==> src/logic/decode_pkg.sv <==
package decode_pkg;

	// data, instruction and pc words
	typedef logic [31:0] word_t;

	// register number, r0 to r15
	typedef logic [3:0] reg_idx_t;

	// instruction class handed to the next stage
	typedef logic [2:0] insn_class_t;

	// zero so that the reset value of op_class reads as "nothing decoded"
	localparam insn_class_t CLASS_OTHER  = 3'd0;
	localparam insn_class_t CLASS_ALU    = 3'd1;
	localparam insn_class_t CLASS_MULT   = 3'd2;
	localparam insn_class_t CLASS_LDRSTR = 3'd3;
	localparam insn_class_t CLASS_LDMSTM = 3'd4;
	localparam insn_class_t CLASS_BRANCH = 3'd5;
	localparam insn_class_t CLASS_BX     = 3'd6;

	// shift kind, instruction bits 6:5
	typedef logic [1:0] shift_kind_t;

	localparam shift_kind_t SHIFT_LSL = 2'b00;
	localparam shift_kind_t SHIFT_LSR = 2'b01;
	localparam shift_kind_t SHIFT_ASR = 2'b10;
	localparam shift_kind_t SHIFT_ROR = 2'b11;

	localparam reg_idx_t PC_REG = 4'd15;

	// r15 reads back the fetch pc minus the pipeline offset
	localparam word_t PC_OFFSET_STD = 32'd8;
	// one more word when the shift amount comes from a register
	localparam word_t PC_OFFSET_REGSHIFT = 32'd12;

	// decode_ctrl handshake states
	typedef enum logic [1:0] {
		IDLE,
		FETCH,
		OFFER,
		RELEASE
	} ctrl_state_t;

endpackage

==> src/logic/regfile_rd_if.sv <==
`timescale 1ns/1ps

interface regfile_rd_if import decode_pkg::*; ();

	reg_idx_t addr0;
	reg_idx_t addr1;
	reg_idx_t addr2;
	word_t data0;
	word_t data1;
	word_t data2;

	// decode_ctrl picks the registers
	modport ctrl (output addr0, addr1, addr2);

	// register file answers
	modport rf (input addr0, addr1, addr2, output data0, data1, data2);

	// operand_select consumes the read data
	modport data (input data0, data1, data2);

endinterface

==> src/logic/operand_select.sv <==
`timescale 1ns/1ps

module operand_select import decode_pkg::*; (
	input logic clk,
	input logic arst_n,
	input logic capture,
	input word_t insn_q,
	input logic carry_q,
	input insn_class_t insn_class,
	input word_t shift_result,
	input logic shift_carry,
	output word_t shift_operand,
	output word_t shift_reg_amt,
	regfile_rd_if.data rd,
	output word_t op0,
	output word_t op1,
	output word_t op2,
	output logic carry,
	output insn_class_t op_class
);

	word_t imm_rot;
	word_t op0_d;
	word_t op1_d;
	word_t op2_d;
	logic carry_d;

	// 8-bit immediate rotated right by twice the 4-bit field
	function automatic word_t rotate_imm(input logic [7:0] imm, input logic [3:0] rot);
		logic [63:0] dbl;
		dbl = {24'd0, imm, 24'd0, imm};
		return dbl[{rot, 1'b0} +: 32];
	endfunction

	assign imm_rot = rotate_imm(insn_q[7:0], insn_q[11:8]);

	// Rm goes through the shifter, Rs supplies a register amount
	assign shift_operand = rd.data1;
	assign shift_reg_amt = rd.data2;

	always_comb begin
		op0_d = '0;
		op1_d = '0;
		op2_d = '0;
		carry_d = carry_q;
		case (insn_class)
			CLASS_ALU: begin
				op0_d = rd.data0;
				if (insn_q[25]) begin
					op1_d = imm_rot;
				end else begin
					op1_d = shift_result;
					carry_d = shift_carry;
				end
			end
			CLASS_MULT: begin
				op0_d = rd.data0;
				op1_d = rd.data1;
				op2_d = rd.data2;
			end
			CLASS_LDRSTR: begin
				op0_d = rd.data0;
				// for transfers the I bit set means a register offset
				if (insn_q[25]) begin
					op1_d = shift_result;
					carry_d = shift_carry;
				end else begin
					op1_d = {20'd0, insn_q[11:0]};
				end
			end
			CLASS_LDMSTM: begin
				op0_d = rd.data0;
				op1_d = {16'd0, insn_q[15:0]};
			end
			CLASS_BRANCH: begin
				// word offset, sign extended to a byte offset
				op0_d = {{6{insn_q[23]}}, insn_q[23:0], 2'b00};
			end
			CLASS_BX: begin
				op0_d = rd.data0;
			end
			default: begin
				carry_d = 1'b0;
			end
		endcase
	end

	// outputs hold until the next capture
	always_ff @(posedge clk or negedge arst_n) begin
		if (!arst_n) begin
			op0 <= '0;
			op1 <= '0;
			op2 <= '0;
			carry <= 1'b0;
			op_class <= CLASS_OTHER;
		end else if (capture) begin
			op0 <= op0_d;
			op1 <= op1_d;
			op2 <= op2_d;
			carry <= carry_d;
			op_class <= insn_class;
		end
	end

endmodule

==> src/flat_wrapper.sv <==
// flat-port wrapper written by rule: the top's interface ports become plain ports
module operand_select_flat import decode_pkg::*;
  (clk, arst_n, capture, insn_q, carry_q, insn_class, shift_result, shift_carry, shift_operand, shift_reg_amt, op0, op1, op2, carry, op_class, rd_data0, rd_data1, rd_data2);
  regfile_rd_if rd_i ();
  input logic clk;
  input logic arst_n;
  input logic capture;
  input word_t insn_q;
  input logic carry_q;
  input insn_class_t insn_class;
  input word_t shift_result;
  input logic shift_carry;
  output word_t shift_operand;
  output word_t shift_reg_amt;
  output word_t op0;
  output word_t op1;
  output word_t op2;
  output logic carry;
  output insn_class_t op_class;
  input wire logic [$bits(rd_i.data0)-1:0] rd_data0;
  input wire logic [$bits(rd_i.data1)-1:0] rd_data1;
  input wire logic [$bits(rd_i.data2)-1:0] rd_data2;
  assign rd_i.data0 = rd_data0;
  assign rd_i.data1 = rd_data1;
  assign rd_i.data2 = rd_data2;
  operand_select u_core (.clk(clk), .arst_n(arst_n), .capture(capture), .insn_q(insn_q), .carry_q(carry_q), .insn_class(insn_class), .shift_result(shift_result), .shift_carry(shift_carry), .shift_operand(shift_operand), .shift_reg_amt(shift_reg_amt), .rd(rd_i), .op0(op0), .op1(op1), .op2(op2), .carry(carry), .op_class(op_class));
endmodule
==> config.mk <==
export PLATFORM = sky130hd
export DESIGN_NAME = operand_select_flat
export DESIGN_NICKNAME = d
export VERILOG_FILES = /design/src/logic/decode_pkg.sv /design/src/logic/regfile_rd_if.sv /design/src/logic/operand_select.sv /design/src/flat_wrapper.sv
export SDC_FILE = /design/constraint.sdc
export NUM_CORES = 1
export LEC_CHECK = 0
export BUFFER_PORTS_ARGS = -buffer_cell sky130_fd_sc_hd__buf_2
export CAP_MARGIN = 20
export CORE_AREA = 2 2 128 130
export CTS_BUF_LIST = sky130_fd_sc_hd__clkbuf_4
export CTS_CLUSTER_SIZE = 30
export DETAILED_ROUTE_END_ITERATION = 8
export DIE_AREA = 0 0 130 132
export PLACE_DENSITY = 0.7
export SYNTH_ARGS = -nofsm -noshare
export SYNTH_HDL_FRONTEND = slang
export SYNTH_SLANG_ARGS = --single-unit
==> constraint.sdc <==
create_clock -name clk -period 1 [get_ports clk]
set_clock_uncertainty 0.2 [all_clocks]
set_input_delay 0.05 -clock clk [delete_from_list [all_inputs] [get_ports clk]]
set_output_delay 0.05 -clock clk [all_outputs]
set_load 0.005 [all_outputs]
==> flow_summary.toml, run 1 <==
[outcome]
status = "finished, violations left"
violations = "negative hold slack, negative setup slack"

[yosys]
synth.most_common_cell = "dfrtp_1"
synth_area_per_cell_um2 = 9.04
synth-compound-area-share = 0.246
synth_xor_area_frac = 0.00146
synth.largest_area_cell = "dfrtp_1"
synthTopCellsByCount = "100 x dfrtp_1, 80 x nor2_1, 66 x buf_4, 54 x o21ai_0, 45 x inv_1"
ys_types = 55
synthMuxAreaShare = 0.0196
synth_simple_gate_area_frac = 0.155
synth_warnings = 0
postSynthCellCount = 664
async_flop_share = 1.00
yosysSeqAreaShare = 0.417
synth.area.top_cells = "dfrtp_1 42%, buf_4 8.3%, nor2_1 5.0%"
synth_top_area_frac = 0.417
syn_area_mm2 = 0.00600
synthAdderAreaFrac = 0
synth-edff-count = 0
synth_top_family_by_area = "compound AO/OA/AOI/OAI gates"
ys_ff_latch = 100
synthFlopType = "dfrtp_1"
syn-num-nets = 832

[sta]
fin_tns_setup_ps = -35370
setup_ws_ps = -396
period_minus_slack_ps = 1400
finalHoldViolCount = 134
holdWs_ps = -255
rsz0062_at_grt = "true"
fin_crit_sh = 1.40
fmax_mhz = 716
slew-limit-headroom = 0.687
slew_violations = 0
setup_viol = 182
worstMarginPinSlew_ps = 469

[cts]
clk_pin_slew_ps = 180
numCtsBuffers = 9
cts_num_sinks = 100
root_buffer = "clkbuf_4"
cts_tree = "yes"
htreeDepth = 3
cts_buffer_depth = 2
clk_latency_ps = 470

[die]
die_w_um = 130
rows = 46
io-pin-count = 332
design.die.area_mm2 = 0.0172
die_h_um = 132
coreArea_mm2 = 0.0157
initial_core_util = 0.382

[cells_and_area]
drive_above_1_share = 0.541
area_growth_pct = 86.5
fill_cells = 1121
final_area_mm2 = 0.0112
fin_nets = 1345
seq_area_mm2 = 0.00250
multi_input_area_mm2 = 0.00334

[power]
p_per_area_mw_per_mm2 = 986
peakVddDrop_mv = 0.583
p_leak_nw = 5.29

[critical_path]
crit_family = "flip-flops"
required_ps = 750
path_buf_inv = 2
start_kind = "register"
cp-end-kind = "output pin"
critPathMaxStageDelay_ps = 430
path_max_fanout = 2
worst_ep_arrival_time_ps = 1150
crit_chain = "buf_6 -> buf_6"
critPathKind = "reg -> out"
cp_slowest_cell = "dfrtp_1"
path_common_cell = "buf_6"

[global_route]
grt_pass1_vias = 7592
grt_remaining_overflow = 0
antenna_found_initial = 2
grt_max_degree = 38
grt_first_pass_wirelength_mm = 41.6
grtUsageTotal = 0.315

[placed_design]
preCtsSetupSlack_ps = -745
placed_area_mm2 = 0.00809
gp_congestion = 0.874
dp_hpwl_mm = 18.6
port_buffers = 324

[drt]
vias = 7859
vias_per_cell = 5.61
dr.pass1.iters = 5
drt_iter0_drc = 479
avgRoutedWirePerCell_um = 22.0
drc = 0
final_antenna_net_count = 0
wirelength_mm = 30.8

[min_path]
hold_path_class = "in -> async"

[flow_run]
drv_cap = 0
==> layer usage <==
layer | global-route usage | vias up | part of all wire
li1 | - | 3406 | -
met1 | 0.344 | 3842 | 0.36
met2 | 0.554 | 500 | 0.51
met3 | 0.0710 | 111 | 0.080
met4 | 0.177 | 0 | 0.051
met5 | 0 | - | 0
==> cells by family after synthesis <==
kind of cell / count (synthesis)
xor+xnor: 1
mux: 11
simple gates: 180
buf+inv: 170
flops: 100
compound gates: 202
==> path summary, 6_finish.rpt <==
kind                                startpoint             end  slack (ps)  cells after the start
worst max register to register   u_core.op1[3]   u_core.op1[3]        -120                      4
worst max-delay path            u_core.op1[21]         op1[21]        -400                      2
worst min-delay path                    arst_n  u_core.op2[19]        -250                      2
min in group clk                       capture    u_core.carry        -210                      3
worst min register to register  u_core.op1[31]  u_core.op1[31]         310                      1
max in group asynchronous               arst_n  u_core.op0[29]         410                      3
==> sequential cells by signal (all words and copies together) (netlist names) <==
| signal | flops |
|---|---|
| u_core.carry | 1 |
| u_core.op0 | 32 |
| u_core.op1 | 32 |
| u_core.op2 | 32 |
| u_core.op_class | 3 |
==> repair_timing <==
| item | CTS | global route |
|---|---|---|
| hold endpoints to repair | 200 | 181 |
| hold buffers | 142 | 1 |
| setup endpoints to repair | 170 | 176 |
| gates cloned | 3 | 7 |
| setup buffers | 36 | 47 |
| gates resized for setup | 36 | 176 |
| pin swaps | 18 | 51 |
==> layout by cell type (no fill, tap or decap), types with 9 or more instances in the layout <==
cell type and n:
inv_2 10, nand3_2 11, o221ai_1 14, buf_6 31, inv_1 36, clkbuf_4 10, buf_12 15, buf_2 306
nand3_1 22, nand2_1 11, buf_4 118, o21ai_2 15, o2bb2ai_1 13, a222oi_1 10, nor2_2 9, a221oi_2 20
o21ai_1 22, dlygate4sd3_1 137, o21ai_0 16, a22oi_1 9, nor2_1 69, dfrtp_1 100
==> report_power, final <==
group	switching, mW	total (mW)	internal, mW
clock network	1.67	2.51	0.833
registers	0.189	4.52	4.34
logic	1.91	4.00	2.09
==> area by class of cell <==
cell class,count,share of cell area
antenna,2,0.000447
clock buffer,9,0.00604
clock inverter,7,0.00827
inverter,46,0.0154
multi-input combinational,397,0.299
sequential,100,0.224
tap,216,0.0241
timing repair buffer,623,0.423
==> per-stage QoR <==
stage | std cells | hold WS [ps] | util | power (mW)
global placement | 1166 | -294 | 0.515 | 7.19
finish | 1400 | -255 | 0.712 | 11.0
CTS | 1362 | -317 | 0.644 | 10.4
global route | 1400 | -301 | 0.712 | 11.5
floorplan | 664 | -446 | - | 5.85
detailed placement | 1166 | -296 | 0.515 | 7.22
(Power assumes the default switching activity.)
==> run 2, diff against run 1 <==
--- a/config.mk
+++ b/config.mk
@@ -16,3 +16,4 @@
 export SYNTH_ARGS = -nofsm -noshare
 export SYNTH_HDL_FRONTEND = slang
 export SYNTH_SLANG_ARGS = --single-unit
+export TNS_END_PERCENT = 50
==> flow_summary.toml, run 2 (synthesis gave the netlist of run 1 again) <==
[outcome]
status = "finished, violations left"
violations = "negative hold slack, negative setup slack"

[cts]
htreeDepth = 3
cts_tree = "yes"
cts_num_sinks = 100
clk_latency_ps = 480
root_buffer = "clkbuf_4"
hold_buffers = 143
clk_pin_slew_ps = 180
numCtsBuffers = 9
cts_buffer_depth = 2

[critical_path]
cp_slowest_cell = "dfrtp_1"
r2r_start = "u_core.op1[11]"
required_ps = 750
rr_endpoint = "u_core.op1[11]"
path_max_fanout = 2
cp-end-kind = "output pin"
critPathMaxStageDelay_ps = 450
cp-endpoint = "op_class[2]"
r2r_setup_slack_ps = -230
critPathKind = "reg -> out"
path_buf_inv = 1
r2r_cells = 5
start_kind = "register"
crit_family = "flip-flops"
cp-startpoint = "u_core.op_class[2]"
crit_chain = "buf_2"
crit_cells = 1
worst_ep_arrival_time_ps = 1070

[sta]
setup_ws_ps = -316
setup_viol = 186
fin_tns_setup_ps = -34770
finalHoldViolCount = 165
period_minus_slack_ps = 1320
fmax_mhz = 760
slew-limit-headroom = 0.519
holdWs_ps = -289
rsz0062_at_grt = "true"
fin_crit_sh = 1.32
slew_violations = 0
worstMarginPinSlew_ps = 719

[drt]
dr.pass1.iters = 5
final_antenna_net_count = 0
drc = 0
wirelength_mm = 28.1
drt_iter0_drc = 508
avgRoutedWirePerCell_um = 20.0
vias_per_cell = 5.42
vias = 7607

[global_route]
antenna_found_initial = 1
grt_max_degree = 53
grt_first_pass_wirelength_mm = 39.7
grt_remaining_overflow = 0
grtUsageTotal = 0.298
grt_pass1_vias = 7405

[cells_and_area]
drive_above_1_share = 0.483
reg.largest.list = "u_core.op0 (32), u_core.op1 (32), u_core.op2 (32)"
layout_common_cells = "312 x buf_2, 140 x dlygate4sd3_1, 138 x buf_4, 100 x dfrtp_1, 71 x nor2_1"
fin_nets = 1350
area_growth_pct = 76.4
final_common_cell = "buf_2"

[die]
design.die.area_mm2 = 0.0172
initial_core_util = 0.382
die_h_um = 132
die_w_um = 130
coreArea_mm2 = 0.0157
rows = 46
io-pin-count = 332

[min_path]
hold_path_class = "in -> async"

[placed_design]
port_buffers = 324
dp_hpwl_mm = 17.6
gp_congestion = 0.914

[power]
peakVddDrop_mv = 0.578
p_leak_nw = 5.13
p_per_area_mw_per_mm2 = 979

[flow_run]
drv_cap = 0
==> run 2: cell type report <==
cell class,count,area [µm²]
Clock inverter,7,58.8
Timing Repair Buffer,629,4610
Inverter,46,173
Multi-Input combinational cell,396,2900
Clock buffer,9,67.6
Antenna cell,1,2.50
Tap cell,216,270
Fill cell,1211,5130
Sequential cell,100,2500
==> run 2: how the worst min path moves through the flow <==
stage | start | depth (start not counted) | slack (ps) | to
final | arst_n | 2 | -290 | u_core.op2[21]
after global routing | arst_n | 2 | -300 | u_core.op2[21]
after CTS | arst_n | 2 | -330 | u_core.op2[21]
after detailed placement | arst_n | 1 | -310 | u_core.op2[21]
after global placement | arst_n | 1 | -310 | u_core.op2[21]
after floorplan | arst_n | 0 | -450 | u_core.carry
==> run 2: stage by stage <==
stage | setup WS (ps) | utilization | cells | area [µm²] | power, mW
2_1_floorplan | -325 | - | 664 | 6170 | 5.82
5_1_grt | -399 | 0.674 | 1404 | 10600 | 10.8
6_report | -316 | 0.674 | 1404 | 10600 | 10.4
4_1_cts | -363 | 0.640 | 1363 | 10100 | 10.0
3_3_place_gp | -753 | 0.518 | 1171 | 8140 | 7.18
3_5_place_dp | -840 | 0.518 | 1171 | 8140 | 7.20
==> run 2: timing repair <==
item | 4_1_cts | 5_1_grt
gates resized for setup | 47 | 63
setup buffers | 31 | 40
pin swaps | 7 | 7
endpoints found under the hold margin | 200 | 108
endpoints found under the setup margin | 196 | 194
gates cloned | 2 | 0
==> run 2: routing by layer <==
layer / global-route usage / share of wire / vias to the layer above
li1: - / - / 3407
met2: 0.519 / 0.51 / 482
met1: 0.338 / 0.37 / 3616
met5: 0 / 0 / -
met3: 0.0609 / 0.078 / 102
met4: 0.158 / 0.047 / 0
==> run 2: worst reg2reg max path, delay by kind of cell, from the launching register on <==
kind	cells	cell delay (ps)
flip-flops	1	430
buffers and inverters	3	370
AO/OA/AOI/OAI	1	80
AND/OR/NAND/NOR	1	60
==> run 2: report_power, final <==
group	switching (mW)	internal, mW	leakage (nW)
combinational	1.73	1.97	3.77
sequential	0.167	4.33	1.29
clock	1.61	0.553	0.0688
total	3.51	6.86	5.13
