==> config.mk <==
export PLATFORM = sky130hd
export DESIGN_NAME = decode_ctrl_flat
export DESIGN_NICKNAME = d
export VERILOG_FILES = /design/src/logic/decode_pkg.sv /design/src/logic/regfile_rd_if.sv /design/src/logic/decode_ctrl.sv /design/src/flat_wrapper.sv
export SDC_FILE = /design/constraint.sdc
export NUM_CORES = 1
export LEC_CHECK = 0
export BUFFER_PORTS_ARGS = -buffer_cell sky130_fd_sc_hd__buf_2
export CAP_MARGIN = 25
export CELL_PAD_IN_SITES_DETAIL_PLACEMENT = 0
export CELL_PAD_IN_SITES_GLOBAL_PLACEMENT = 2
export CORE_ASPECT_RATIO = 1.4
export CORE_MARGIN = 3
export CORE_UTILIZATION = 25
export CTS_CLUSTER_DIAMETER = 100
export DETAILED_ROUTE_END_ITERATION = 10
export PLACE_DENSITY = 0.72
export SLEW_MARGIN = 20
export SYNTH_ARGS = -nofsm -noshare
export SYNTH_HDL_FRONTEND = slang
export SYNTH_SLANG_ARGS = --single-unit
==> constraint.sdc <==
create_clock -name clk -period 2.65 [get_ports clk]
set_input_delay 0.53 -clock clk [delete_from_list [all_inputs] [get_ports clk]]
set_output_delay 0.53 -clock clk [all_outputs]
set_load 0.05 [all_outputs]
==> src/logic/decode_pkg.sv <==
package decode_pkg;

	// data, instruction and pc words
	typedef logic [31:0] word_t;

	// register number, r0 to r15
	typedef logic [3:0] reg_idx_t;

	// instruction class handed to the next stage
	typedef logic [2:0] insn_class_t;

	// zero so that the reset value of op_class reads as "nothing decoded"
	localparam insn_class_t CLASS_OTHER  = 3'd0;
	localparam insn_class_t CLASS_ALU    = 3'd1;
	localparam insn_class_t CLASS_MULT   = 3'd2;
	localparam insn_class_t CLASS_LDRSTR = 3'd3;
	localparam insn_class_t CLASS_LDMSTM = 3'd4;
	localparam insn_class_t CLASS_BRANCH = 3'd5;
	localparam insn_class_t CLASS_BX     = 3'd6;

	// shift kind, instruction bits 6:5
	typedef logic [1:0] shift_kind_t;

	localparam shift_kind_t SHIFT_LSL = 2'b00;
	localparam shift_kind_t SHIFT_LSR = 2'b01;
	localparam shift_kind_t SHIFT_ASR = 2'b10;
	localparam shift_kind_t SHIFT_ROR = 2'b11;

	localparam reg_idx_t PC_REG = 4'd15;

	// r15 reads back the fetch pc minus the pipeline offset
	localparam word_t PC_OFFSET_STD = 32'd8;
	// one more word when the shift amount comes from a register
	localparam word_t PC_OFFSET_REGSHIFT = 32'd12;

	// decode_ctrl handshake states
	typedef enum logic [1:0] {
		IDLE,
		FETCH,
		OFFER,
		RELEASE
	} ctrl_state_t;

endpackage

==> src/logic/regfile_rd_if.sv <==
`timescale 1ns/1ps

interface regfile_rd_if import decode_pkg::*; ();

	reg_idx_t addr0;
	reg_idx_t addr1;
	reg_idx_t addr2;
	word_t data0;
	word_t data1;
	word_t data2;

	// decode_ctrl picks the registers
	modport ctrl (output addr0, addr1, addr2);

	// register file answers
	modport rf (input addr0, addr1, addr2, output data0, data1, data2);

	// operand_select consumes the read data
	modport data (input data0, data1, data2);

endinterface

==> src/logic/decode_ctrl.sv <==
`timescale 1ns/1ps

module decode_ctrl import decode_pkg::*; (
	input logic clk,
	input logic arst_n,
	input logic insn_req,
	input word_t insn,
	input word_t pc,
	input logic cpsr_c,
	input logic op_ack,
	output logic insn_ack,
	output logic op_req,
	output logic capture,
	output word_t insn_q,
	output word_t pc_q,
	output logic carry_q,
	output insn_class_t insn_class,
	regfile_rd_if.ctrl rd
);

	ctrl_state_t state;
	logic accept;

	// multiply is a corner of the data processing space, so it goes first
	function automatic insn_class_t classify(input word_t w);
		if (w[27:22] == 6'b000000 && w[7:4] == 4'b1001)
			return CLASS_MULT;
		if (w[27:4] == 24'h12fff1)
			return CLASS_BX;
		if (w[27:26] == 2'b00) begin
			// halfword transfers, swap and long multiply
			if (!w[25] && w[7] && w[4])
				return CLASS_OTHER;
			// psr transfers, test ops without the S bit
			if (w[24:23] == 2'b10 && !w[20])
				return CLASS_OTHER;
			return CLASS_ALU;
		end
		if (w[27:26] == 2'b01)
			return (w[25] && w[4]) ? CLASS_OTHER : CLASS_LDRSTR;
		if (w[27:25] == 3'b100)
			return CLASS_LDMSTM;
		if (w[27:25] == 3'b101)
			return CLASS_BRANCH;
		return CLASS_OTHER;
	endfunction

	// a new request is taken only once the previous ack has dropped
	assign accept = (state == IDLE) && insn_req && !insn_ack;
	assign capture = (state == FETCH);

	always_ff @(posedge clk or negedge arst_n) begin
		if (!arst_n) begin
			state <= IDLE;
			insn_ack <= 1'b0;
			op_req <= 1'b0;
			insn_class <= CLASS_OTHER;
		end else begin
			if (insn_ack && !insn_req)
				insn_ack <= 1'b0;
			case (state)
				IDLE: begin
					if (accept) begin
						insn_ack <= 1'b1;
						insn_class <= classify(insn);
						state <= FETCH;
					end
				end
				FETCH: begin
					op_req <= 1'b1;
					state <= OFFER;
				end
				OFFER: begin
					if (op_ack) begin
						op_req <= 1'b0;
						state <= RELEASE;
					end
				end
				RELEASE: begin
					if (!op_ack)
						state <= IDLE;
				end
				default: state <= IDLE;
			endcase
		end
	end

	always_ff @(posedge clk) begin
		if (accept) begin
			insn_q <= insn;
			pc_q <= pc;
			carry_q <= cpsr_c;
		end
	end

	// unused ports read r0
	always_comb begin
		rd.addr0 = '0;
		rd.addr1 = '0;
		rd.addr2 = '0;
		case (insn_class)
			CLASS_ALU: begin
				rd.addr0 = insn_q[19:16];
				rd.addr1 = insn_q[3:0];
				rd.addr2 = insn_q[11:8];
			end
			CLASS_MULT: begin
				rd.addr0 = insn_q[15:12];
				rd.addr1 = insn_q[3:0];
				rd.addr2 = insn_q[11:8];
			end
			CLASS_LDRSTR: begin
				rd.addr0 = insn_q[19:16];
				rd.addr1 = insn_q[3:0];
			end
			CLASS_LDMSTM: rd.addr0 = insn_q[19:16];
			CLASS_BX: rd.addr0 = insn_q[3:0];
			default: ;
		endcase
	end

	a_op_req_held: assert property (
		@(posedge clk) disable iff (!arst_n)
		op_req && !op_ack |=> op_req
	) else $error("decode_ctrl: op_req dropped without op_ack in state %s", state.name());

endmodule

==> src/flat_wrapper.sv <==
// flat-port wrapper written by rule: the top's interface ports become plain ports
module decode_ctrl_flat import decode_pkg::*;
  (clk, arst_n, insn_req, insn, pc, cpsr_c, op_ack, insn_ack, op_req, capture, insn_q, pc_q, carry_q, insn_class, rd_addr0, rd_addr1, rd_addr2);
  regfile_rd_if rd_i ();
  input logic clk;
  input logic arst_n;
  input logic insn_req;
  input word_t insn;
  input word_t pc;
  input logic cpsr_c;
  input logic op_ack;
  output logic insn_ack;
  output logic op_req;
  output logic capture;
  output word_t insn_q;
  output word_t pc_q;
  output logic carry_q;
  output insn_class_t insn_class;
  output wire logic [$bits(rd_i.addr0)-1:0] rd_addr0;
  output wire logic [$bits(rd_i.addr1)-1:0] rd_addr1;
  output wire logic [$bits(rd_i.addr2)-1:0] rd_addr2;
  assign rd_addr0 = rd_i.addr0;
  assign rd_addr1 = rd_i.addr1;
  assign rd_addr2 = rd_i.addr2;
  decode_ctrl u_core (.clk(clk), .arst_n(arst_n), .insn_req(insn_req), .insn(insn), .pc(pc), .cpsr_c(cpsr_c), .op_ack(op_ack), .insn_ack(insn_ack), .op_req(op_req), .capture(capture), .insn_q(insn_q), .pc_q(pc_q), .carry_q(carry_q), .insn_class(insn_class), .rd(rd_i));
endmodule
==> results of run 1 <==
==> worst max-delay path by stage <==
stage	start	to	slack [ns]	cells past startpoint
floorplan	u_core.insn_class[2]$_DFFE_PN0P_	rd_addr0[0]	0.08	4
global placement	u_core.state[0]$_DFFE_PN0P_	u_core.insn_class[1]$_DFFE_PN0P_	0.70	7
detailed placement	u_core.insn_class[2]$_DFFE_PN0P_	rd_addr0[2]	0.68	4
CTS	u_core.insn_class[2]$_DFFE_PN0P_	rd_addr0[2]	0.33	4
global route	u_core.insn_class[2]$_DFFE_PN0P_	rd_addr0[0]	0.18	4
finish	u_core.insn_class[2]$_DFFE_PN0P_	rd_addr0[2]	0.35	4
==> cell families (layout without fill, tap and decap cells) <==
kind of cell	Yosys count	count (layout)	synth area share, %
flops	72	72	80.6
simple gates	36	36	7.78
mux	4	4	1.71
compound gates	22	22	6.36
buf+inv	9	175	1.28
fa+ha+maj	4	4	1.90
xor+xnor	1	1	0.332
==> sequential cells by signal, indices dropped and copies added, names as in the netlist <==
register	flops
u_core.insn_q	32
u_core.pc_q	32
u_core.insn_class	3
u_core.state	2
u_core.carry_q	1
u_core.insn_ack	1
u_core.op_req	1
==> area by class of cell <==
| class | count | share of cell area [%] |
|---|---|---|
| Clock inverter | 5 | 1.83 |
| Clock buffer | 11 | 5.97 |
| Tap cell | 135 | 4.33 |
| Inverter | 6 | 0.674 |
| Sequential cell | 72 | 54.6 |
| Multi-Input combinational cell | 67 | 12.2 |
| Timing Repair Buffer | 153 | 20.4 |
==> worst register-to-register path: cells and delay by family (launching register included) <==
family | cells | cell delay [ns]
buffers and inverters | 3 | 0.73
DFF | 1 | 0.40
adders and majority gates | 1 | 0.24
and+or+nand+nor | 1 | 0.24
==> where the power goes <==
part | internal [mW] | switching (mW)
clock network | 0.814 | 0.416
logic | 0.457 | 1.52
registers | 1.52 | 0.139
==> routing by layer <==
layer  global-route usage, %  vias up
li1                        -      892
met1                    12.8      860
met2                    19.8       93
met3                    4.65        7
met4                    4.92        0
met5                       0        -
==> cells in the final DEF, fill, tap and decap left out, drive strengths merged, types with 2 or more instances in the layout <==
cell type / netlist / final
nor2b: 4 / 4
nand4: 2 / 2
o21ai: 6 / 6
dfrtp: 7 / 7
ha: 4 / 4
buf: 1 / 153
and2: 8 / 8
nand4b: 2 / 2
a22oi: 5 / 5
nor2: 8 / 8
nand2: 7 / 7
bufinv: 0 / 2
edfxtp: 65 / 65
mux2: 4 / 4
a21oi: 4 / 4
clkbuf: 2 / 11
clkinv: 0 / 3
inv: 6 / 5
==> impl_metrics.tcl, run 1 <==
set metrics [dict create \
    coreArea_mm2 0.0101 \
    synth_seq_cells 72 \
    power_mw 4.87 \
    crit_required_ns 2.12 \
    worst_pin_slew_ns 0.505 \
    path_cells "nor2b_1 -> a22oi_1 -> o21ai_1 -> buf_2" \
    rr_endpoint "u_core.pc_q[3]$_DFFE_PP_" \
    vias 1852 \
    fin_worst_skew_ns 0.00270 \
    dp.cells 433 \
    place_area_mm2 0.00359 \
    syn_avg_cell_area_um2 17.8 \
    fin_crit_sh_pct 86.9 \
    antenna_found_initial 0 \
    wl_met2_mm 3.47 \
    max_freq_ghz 0.434 \
    yosys-top-cells-area "edfxtp_1, dfrtp_1, and2_1" \
    slew_violations 0 \
    min_path_type "primary input to asynchronous set/reset pin" \
    regArea_mm2 0.00213 \
    cts_tree "yes" \
    wl_mm 6.77 \
    hold_buffers 0 \
    dpl.hpwl_mm 5.40 \
    ys_types 30 \
    setup_ws_ns 0.347 \
    wl_met1_mm 2.59 \
    finalSetupViolations 0 \
    io_pins 152 \
    routabilityCongestion 0.726 \
    synthMostInstantiatedCell "edfxtp_1" \
    grt-ovfl-total 0 \
    grt_use_total_pct 11.7 \
    drtAntennaViolNets 0 \
    first_pass_iters 4 \
    worstPathArrival_ns 1.77 \
    fin_hold_ws_ns 0.0284 \
    yosys-top-cells-count "edfxtp_1, and2_1, nor2_1" \
    root_buffer "clkbuf_16" \
    rrSetupSlack_ns 0.76 \
    fin_area_mm2 0.00390 \
    multi_input_area_um2 477 \
    cts_setup_buffers 0 \
    syn_inst 148 \
    async_flop_share_pct 9.72 \
    n_fill_cell 1016 \
    reg2reg_from "u_core.state[0]$_DFFE_PN0P_" \
    vdd_ir_drop_max_mv 0.450 \
    synth_largest_area_cell "edfxtp_1" \
    worstSetupEndpointType "output port" \
    synth_top_flop_cell "edfxtp_1" \
    post_drt_wl_per_cell_um 15.1 \
    drv_cap 0 \
    routed_via_density 4.12 \
    rsz0062_at_grt "no" \
    yosys_warnings 0 \
    path_clk_slew_ns 0.05 \
    die_y_um 128 \
    antenna_cells 0 \
    numPortBuffers 151 \
    nets 382 \
    crit_family "flip-flops" \
    criticalPathCategory "flip-flop to output port" \
    startpoint_type "flip-flop" \
    r2r_cells 5 \
    drive_gt1_share_pct 54.8 \
    dr.max_layer_used "met4" \
    drtIter0Drc 66 \
    synth_top_area_share_pct 74.0 \
    syn2layout_area_growth_pct 47.8 \
    p_per_area_mw_per_mm2 1250 \
    start_util_pct 26.1 \
    wl_met3_um 624 \
    period_needed_ns 2.30 \
    grt_pass1_vias 1952 \
    syn_area_mm2 0.00264 \
    cts_buffer_depth 2 \
    fp.dieW_um 92.8 \
    crit_path_max_incr_delay_ns 0.57 \
    p_leak_nw 1.64 \
    ys_seq_area_share_pct 80.6 \
    cts_resized 0 \
    cts_made_buffers 9 \
    slew_headroom_pct 66.0 \
    place_ws_ns 0.683 \
    drc_errors 0 \
    synth_fp_nets 221 \
    finish.utilization_pct 38.5 \
    synth_edf_count 65 \
    crit_path_top_delay_cell "dfrtp_1" \
    dieArea_mm2 0.0118 \
    fin_cells 449 \
    htree_levels 3 \
    grt_pass1_wl_mm 10.2 \
    worstSkewPairLatency_ns 0.32 \
    status "complete, no violations" \
    grt_max_degree 38 \
    critPathBufInv 1 \
    placementRows 43 \
    crit_fanout 10 \
    setup_tns_ns 0 \
    cts.sinks 72 \
    hold_viol_final 0 \
]
Power figures use the tool's default switching activity.
==> inputs of run 2 (changes only) <==
--- a/config.mk
+++ b/config.mk
@@ -11,10 +11,10 @@
 export CELL_PAD_IN_SITES_GLOBAL_PLACEMENT = 2
 export CORE_ASPECT_RATIO = 1.4
 export CORE_MARGIN = 3
-export CORE_UTILIZATION = 25
+export CORE_UTILIZATION = 27
 export CTS_CLUSTER_DIAMETER = 100
 export DETAILED_ROUTE_END_ITERATION = 10
-export PLACE_DENSITY = 0.72
+export PLACE_DENSITY = 0.74
 export SLEW_MARGIN = 20
 export SYNTH_ARGS = -nofsm -noshare
 export SYNTH_HDL_FRONTEND = slang
==> constraint.sdc (replaced) <==
create_clock -name clk -period 2.6 [get_ports clk]
set_input_delay 0.52 -clock clk [delete_from_list [all_inputs] [get_ports clk]]
set_output_delay 0.52 -clock clk [all_outputs]
set_load 0.05 [all_outputs]
==> run 2 against run 1 <==
Effect of this change:
- clock power is 6% lower
- clock skew increased by 0.0014 ns
- non-clock buffer count unchanged
- die area fell by 7.0%
- critical path type unchanged
- critical endpoint is now rd_addr0[0]
- largest cell class unchanged
- highest routed layer unchanged
==> impl_metrics.tcl, run 2 (synthesized netlist as in run 1, its figures left out) <==
set metrics [dict create \
    drtIter0Drc 48 \
    mostFrequentLayoutCells "buf_2, edfxtp_1, clkbuf_16" \
    worstSetupEndpointType "output port" \
    p_leak_nw 1.62 \
    top_regs "u_core.insn_q: 32 flops, u_core.pc_q: 32 flops, u_core.insn_class: 3 flops" \
    grt_pass1_vias 1930 \
    place_area_mm2 0.00357 \
    placementRows 42 \
    crit_required_ns 2.08 \
    p_clk_share_pct 24.1 \
    r2r_cells 5 \
    grt_use_total_pct 12.5 \
    p_comb_share_pct 40.9 \
    drtAntennaViolNets 0 \
    max_freq_ghz 0.439 \
    fin_crit_sh_pct 87.6 \
    setup_tns_ns 0 \
    vdd_ir_drop_max_mv 0.497 \
    htree_levels 3 \
    period_needed_ns 2.28 \
    drv_cap 0 \
    dieArea_mm2 0.0110 \
    drive_gt1_share_pct 55.7 \
    grt_max_degree 36 \
    dp.cells 430 \
    p_switching_mw 2.10 \
    hold_viol_final 0 \
    crit_path_top_delay_cell "dfrtp_1" \
    io_pins 152 \
    dpl.hpwl_mm 5.26 \
    status "complete, no violations" \
    routabilityCongestion 0.728 \
    startpoint_type "flip-flop" \
    fin_worst_skew_ns 0.00405 \
    syn2layout_area_growth_pct 46.1 \
    final_common_cell "buf_2" \
    coreArea_mm2 0.00951 \
    criticalPathCategory "flip-flop to output port" \
    path_clk_slew_ns 0.05 \
    cts.sinks 72 \
    worstSkewPairLatency_ns 0.32 \
    fin_hold_ws_ns 0.0212 \
    antenna_found_initial 0 \
    post_drt_wl_per_cell_um 14.8 \
    hold_buffers 0 \
    root_buffer "clkbuf_16" \
    crit_path_max_incr_delay_ns 0.56 \
    worst_pin_slew_ns 0.541 \
    grt_pass1_wl_mm 9.85 \
    wl_mm 6.58 \
    fin_cells 446 \
    drc_errors 0 \
    cts_buffer_depth 2 \
    first_pass_iters 4 \
    cts_resized 0 \
    crit_fanout 10 \
    rsz0062_at_grt "no" \
    p_seq_share_pct 35.1 \
    grt-ovfl-total 0 \
    slew_headroom_pct 63.6 \
    cts_setup_buffers 0 \
    numPortBuffers 151 \
    start_util_pct 27.7 \
    min_path_type "primary input to asynchronous set/reset pin" \
    cts_tree "yes" \
    routed_via_density 4.13 \
    p_per_area_mw_per_mm2 1250 \
    p_int_mw 2.72 \
    fin_area_mm2 0.00385 \
    fp.dieW_um 89.5 \
    die_y_um 123 \
    nets 382 \
    vias 1844 \
    cts_made_buffers 9 \
    path_cells "nor2b_1 -> a22oi_1 -> o21ai_1 -> buf_2" \
    worstPathArrival_ns 1.76 \
    slew_violations 0 \
    antenna_cells 0 \
    switching_share_pct 43.6 \
    finalSetupViolations 0 \
]
==> run 2: changes by cell type in the layout (fill, tap and decap cells not counted), sizes merged <==
cell      before  now
clkinvlp       1    3
bufinv         2    1
clkinv         3    4
clkbuf        11    9
==> run 2: worst max-delay path: cells and delay by family, from the launching register on <==
| kind | cells | cell delay (ns) |
|---|---|---|
| buf+inv | 1 | 0.27 |
| flops | 1 | 0.56 |
| compound gates | 2 | 0.27 |
| simple gates | 1 | 0.33 |
==> run 2: power groups by stage <==
stage	combinational, mW	clock (mW)	sequential [mW]
3_5_place_dp	2.00	0	1.72
3_3_place_gp	2.00	0	1.71
6_report	1.97	1.16	1.69
5_1_grt	2.10	1.26	1.73
4_1_cts	2.00	1.20	1.70
2_1_floorplan	0.875	0	2.36
==> run 2: metrics by stage <==
step | utilization [%] | setup WS (ns) | power (mW)
floorplan | - | 0.0407 | 3.23
global placement | 37.5 | 0.645 | 3.71
detailed placement | 37.5 | 0.653 | 3.72
CTS | 40.5 | 0.295 | 4.90
global route | 40.5 | 0.109 | 5.09
finish | 40.5 | 0.321 | 4.83
==> run 2: path summary, 6_finish.rpt <==
| path | slack, ns | to | from |
|---|---|---|---|
| min reg2reg | 0.51 | u_core.insn_ack$_DFF_PN0_ | u_core.insn_ack$_DFF_PN0_ |
| min | 0.02 | u_core.op_req$_DFFE_PN0P_ | arst_n |
| max | 0.32 | rd_addr0[0] | u_core.insn_class[2]$_DFFE_PN0P_ |
| max in group asynchronous | 2.43 | u_core.state[0]$_DFFE_PN0P_ | arst_n |
| max reg2reg | 0.71 | u_core.insn_q[0]$_DFFE_PP_ | u_core.state[1]$_DFFE_PN0P_ |
| min in group clk | 0.37 | u_core.pc_q[17]$_DFFE_PP_ | pc[17] |
==> run 2: final cells by class <==
| cell class | count | area [µm²] |
|---|---|---|
| Fill cell | 920 | 5660 |
| Sequential cell | 72 | 2130 |
| Timing Repair Buffer | 153 | 771 |
| Multi-Input combinational cell | 67 | 477 |
| Clock buffer | 9 | 225 |
| Tap cell | 132 | 165 |
| Clock inverter | 7 | 62.6 |
| Inverter | 6 | 26.3 |
==> run 2: per-layer routing <==
layer / GRT usage [%] / vias up / routed length (µm)
li1: - / 888 / -
met1: 13.4 / 857 / 2370
met2: 20.6 / 90 / 3420
met3: 6.20 / 9 / 658
met4: 5.21 / 0 / 133
met5: 0 / - / 0
==> inputs of run 3 (changes only) <==
--- a/config.mk
+++ b/config.mk
@@ -5,16 +5,16 @@
 export SDC_FILE = /design/constraint.sdc
 export NUM_CORES = 1
 export LEC_CHECK = 0
-export BUFFER_PORTS_ARGS = -buffer_cell sky130_fd_sc_hd__buf_2
 export CAP_MARGIN = 25
 export CELL_PAD_IN_SITES_DETAIL_PLACEMENT = 0
 export CELL_PAD_IN_SITES_GLOBAL_PLACEMENT = 2
 export CORE_ASPECT_RATIO = 1.4
 export CORE_MARGIN = 3
-export CORE_UTILIZATION = 27
+export CORE_UTILIZATION = 39
 export CTS_CLUSTER_DIAMETER = 100
 export DETAILED_ROUTE_END_ITERATION = 10
-export PLACE_DENSITY = 0.74
+export DONT_BUFFER_PORTS = 1
+export PLACE_DENSITY = 0.73
 export SLEW_MARGIN = 20
 export SYNTH_ARGS = -nofsm -noshare
 export SYNTH_HDL_FRONTEND = slang
==> run 3 against run 2 <==
Effect of this change:
- final cell count down 44%
- first-iteration DRC count rose by 40%
- combinational power shrank 36%
- global-route usage increased by 1.9 points
- non-clock buffer count shrank 136
- clock skew up 0.0026 ns
- critical path type unchanged
- largest power group is now registers
- highest routed layer unchanged
==> impl_metrics.tcl, run 3 (synthesized netlist as in run 1, its figures left out) <==
set metrics [dict create \
    path_cells "buf_4 -> nor2b_1 -> a22oi_1 -> o21ai_1 -> buf_4" \
    finalSetupViolations 0 \
    path_clk_slew_ns 0.07 \
    criticalPathCategory "flip-flop to output port" \
    worstPathArrival_ns 1.82 \
    routed_via_density 5.59 \
    slew_headroom_pct 56.3 \
    critPathBufInv 2 \
    nets 246 \
    finish.utilization_pct 47.2 \
    vdd_ir_drop_max_mv 0.560 \
    cts_made_buffers 9 \
    final_common_cell "edfxtp_1" \
    wl_mm 5.66 \
    hold_viol_final 0 \
    routabilityCongestion 0.674 \
    fin_worst_skew_ns 0.00669 \
    grt_pass1_wl_mm 7.67 \
    cts_setup_buffers 0 \
    drtAntennaViolNets 0 \
    worst_pin_slew_ns 0.656 \
    rrSetupSlack_ns 0.37 \
    crit_path_start "u_core.insn_class[1]$_DFFE_PN0P_" \
    crit_path_max_incr_delay_ns 0.44 \
    startpoint_type "flip-flop" \
    rr_endpoint "u_core.insn_class[1]$_DFFE_PN0P_" \
    syn2layout_area_growth_pct 14.2 \
    rsz0062_at_grt "no" \
    max_freq_ghz 0.427 \
    status "complete, no violations" \
    r2r_cells 8 \
    dpl.hpwl_mm 4.40 \
    cts_buffer_depth 2 \
    cts_tree "yes" \
    die_y_um 103 \
    grt_pass1_vias 1454 \
    grt_max_degree 55 \
    crit_top_cell "buf_4" \
    min_path_type "primary input to flip-flop" \
    crit_path_top_delay_cell "dfrtp_1" \
    crit_path_end "rd_addr0[0]" \
    grt_use_total_pct 14.4 \
    fin_crit_sh_pct 90.0 \
    drive_gt1_share_pct 21.5 \
    drc_errors 0 \
    slew_violations 0 \
    root_buffer "clkbuf_8" \
    drv_cap 0 \
    period_needed_ns 2.34 \
    reg2reg_from "u_core.state[0]$_DFFE_PN0P_" \
    worstSkewPairLatency_ns 0.33 \
    fin_cells 249 \
    htree_levels 3 \
    io_pins 152 \
    crit_family "buffers and inverters" \
    drtIter0Drc 67 \
    coreArea_mm2 0.00638 \
    start_util_pct 41.3 \
    fp.dieW_um 75.5 \
    crit_fanout 5 \
    crit_required_ns 2.08 \
    grt-ovfl-total 0 \
    antenna_found_initial 0 \
    mostFrequentLayoutCells "edfxtp_1, buf_4, clkbuf_8" \
    post_drt_wl_per_cell_um 22.7 \
    setup_tns_ns 0 \
    numPortBuffers 0 \
    top_regs "u_core.insn_q: 32 flops, u_core.pc_q: 32 flops, u_core.insn_class: 3 flops" \
    worstSetupEndpointType "output port" \
    dieArea_mm2 0.00780 \
    cts.sinks 72 \
    vias 1393 \
    p_leak_nw 1.03 \
    p_per_area_mw_per_mm2 1400 \
    antenna_cells 0 \
    placementRows 34 \
    n_fill_cell 561 \
    dp.cells 233 \
    first_pass_iters 5 \
    worst-path-stages 5 \
]
-- run 3: cell count changes in the layout (fill, tap and decap cells not counted) --
cell,before,now
clkbuf_8,0,9
bufinv_16,1,0
buf_2,151,0
clkbuf_16,9,0
buf_4,2,16
clkinv_1,2,1
clkinv_4,0,1
dlygate4sd3_1,0,1
-- run 3: worst reg2reg max path: stages (launching register included) --
cell and delay, ns:
dfrtp_1 0.42, inv_1 0.12, ha_1 0.23, nand3b_1 0.23, clkinvlp_4 0.15, buf_4 0.52, o41ai_4 0.21, a21oi_2 0.16
a21oi_1 0.08
-- run 3: final cells by class --
cell class / count / area (µm²) / area share [%]
clock buffer: 9 / 124 / 4.11
sequential: 72 / 2130 / 70.6
multi-input combinational: 67 / 477 / 15.8
timing repair buffer: 17 / 130 / 4.32
inverter: 6 / 26.3 / 0.872
clock inverter: 6 / 37.5 / 1.25
tap: 72 / 90.1 / 2.99
-- run 3: metal layers --
layer  global-route usage [%]  up-vias  share of wire, %
met5                        0        -                 0
met4                     6.46        0               1.4
met3                     11.1        6                15
met2                     25.1      106                54
met1                     11.4      668                29
li1                         -      613                 -
-- run 3: worst min-delay path by stage --
stage | slack [ns] | start | endpoint | cells after the start
after floorplan | 0.22 | arst_n | u_core.insn_ack$_DFF_PN0_ | 0
after global placement | 0.22 | arst_n | u_core.op_req$_DFFE_PN0P_ | 0
after detailed placement | 0.22 | arst_n | u_core.op_req$_DFFE_PN0P_ | 0
after CTS | 0.25 | pc[18] | u_core.pc_q[18]$_DFFE_PP_ | 0
after global routing | 0.24 | pc[10] | u_core.pc_q[10]$_DFFE_PP_ | 0
final | 0.27 | pc[18] | u_core.pc_q[18]$_DFFE_PP_ | 0
-- run 3: metrics by stage --
step,hold slack [ns],area [µm²],setup slack (ns),total power [mW]
finish,0.273,3010,0.259,4.22
detailed placement,0.225,2840,0.343,3.54
floorplan,0.224,2640,0.0407,3.23
CTS,0.253,3010,0.232,4.27
global route,0.236,3010,0.123,4.41
global placement,0.225,2840,0.532,3.49
-- run 3: power breakdown --
group / switching [mW] / internal, mW / leakage, nW
combinational: 0.939 / 0.318 / 0.271
sequential: 0.681 / 1.57 / 0.683
clock: 0.381 / 0.335 / 0.0785
total: 2.00 / 2.22 / 1.03
-- run 3: repair_timing --
action                    4_1_cts  5_1_grt
resized for setup               0        0
hold endpoints to repair        7        0
hold buffers                    1        0
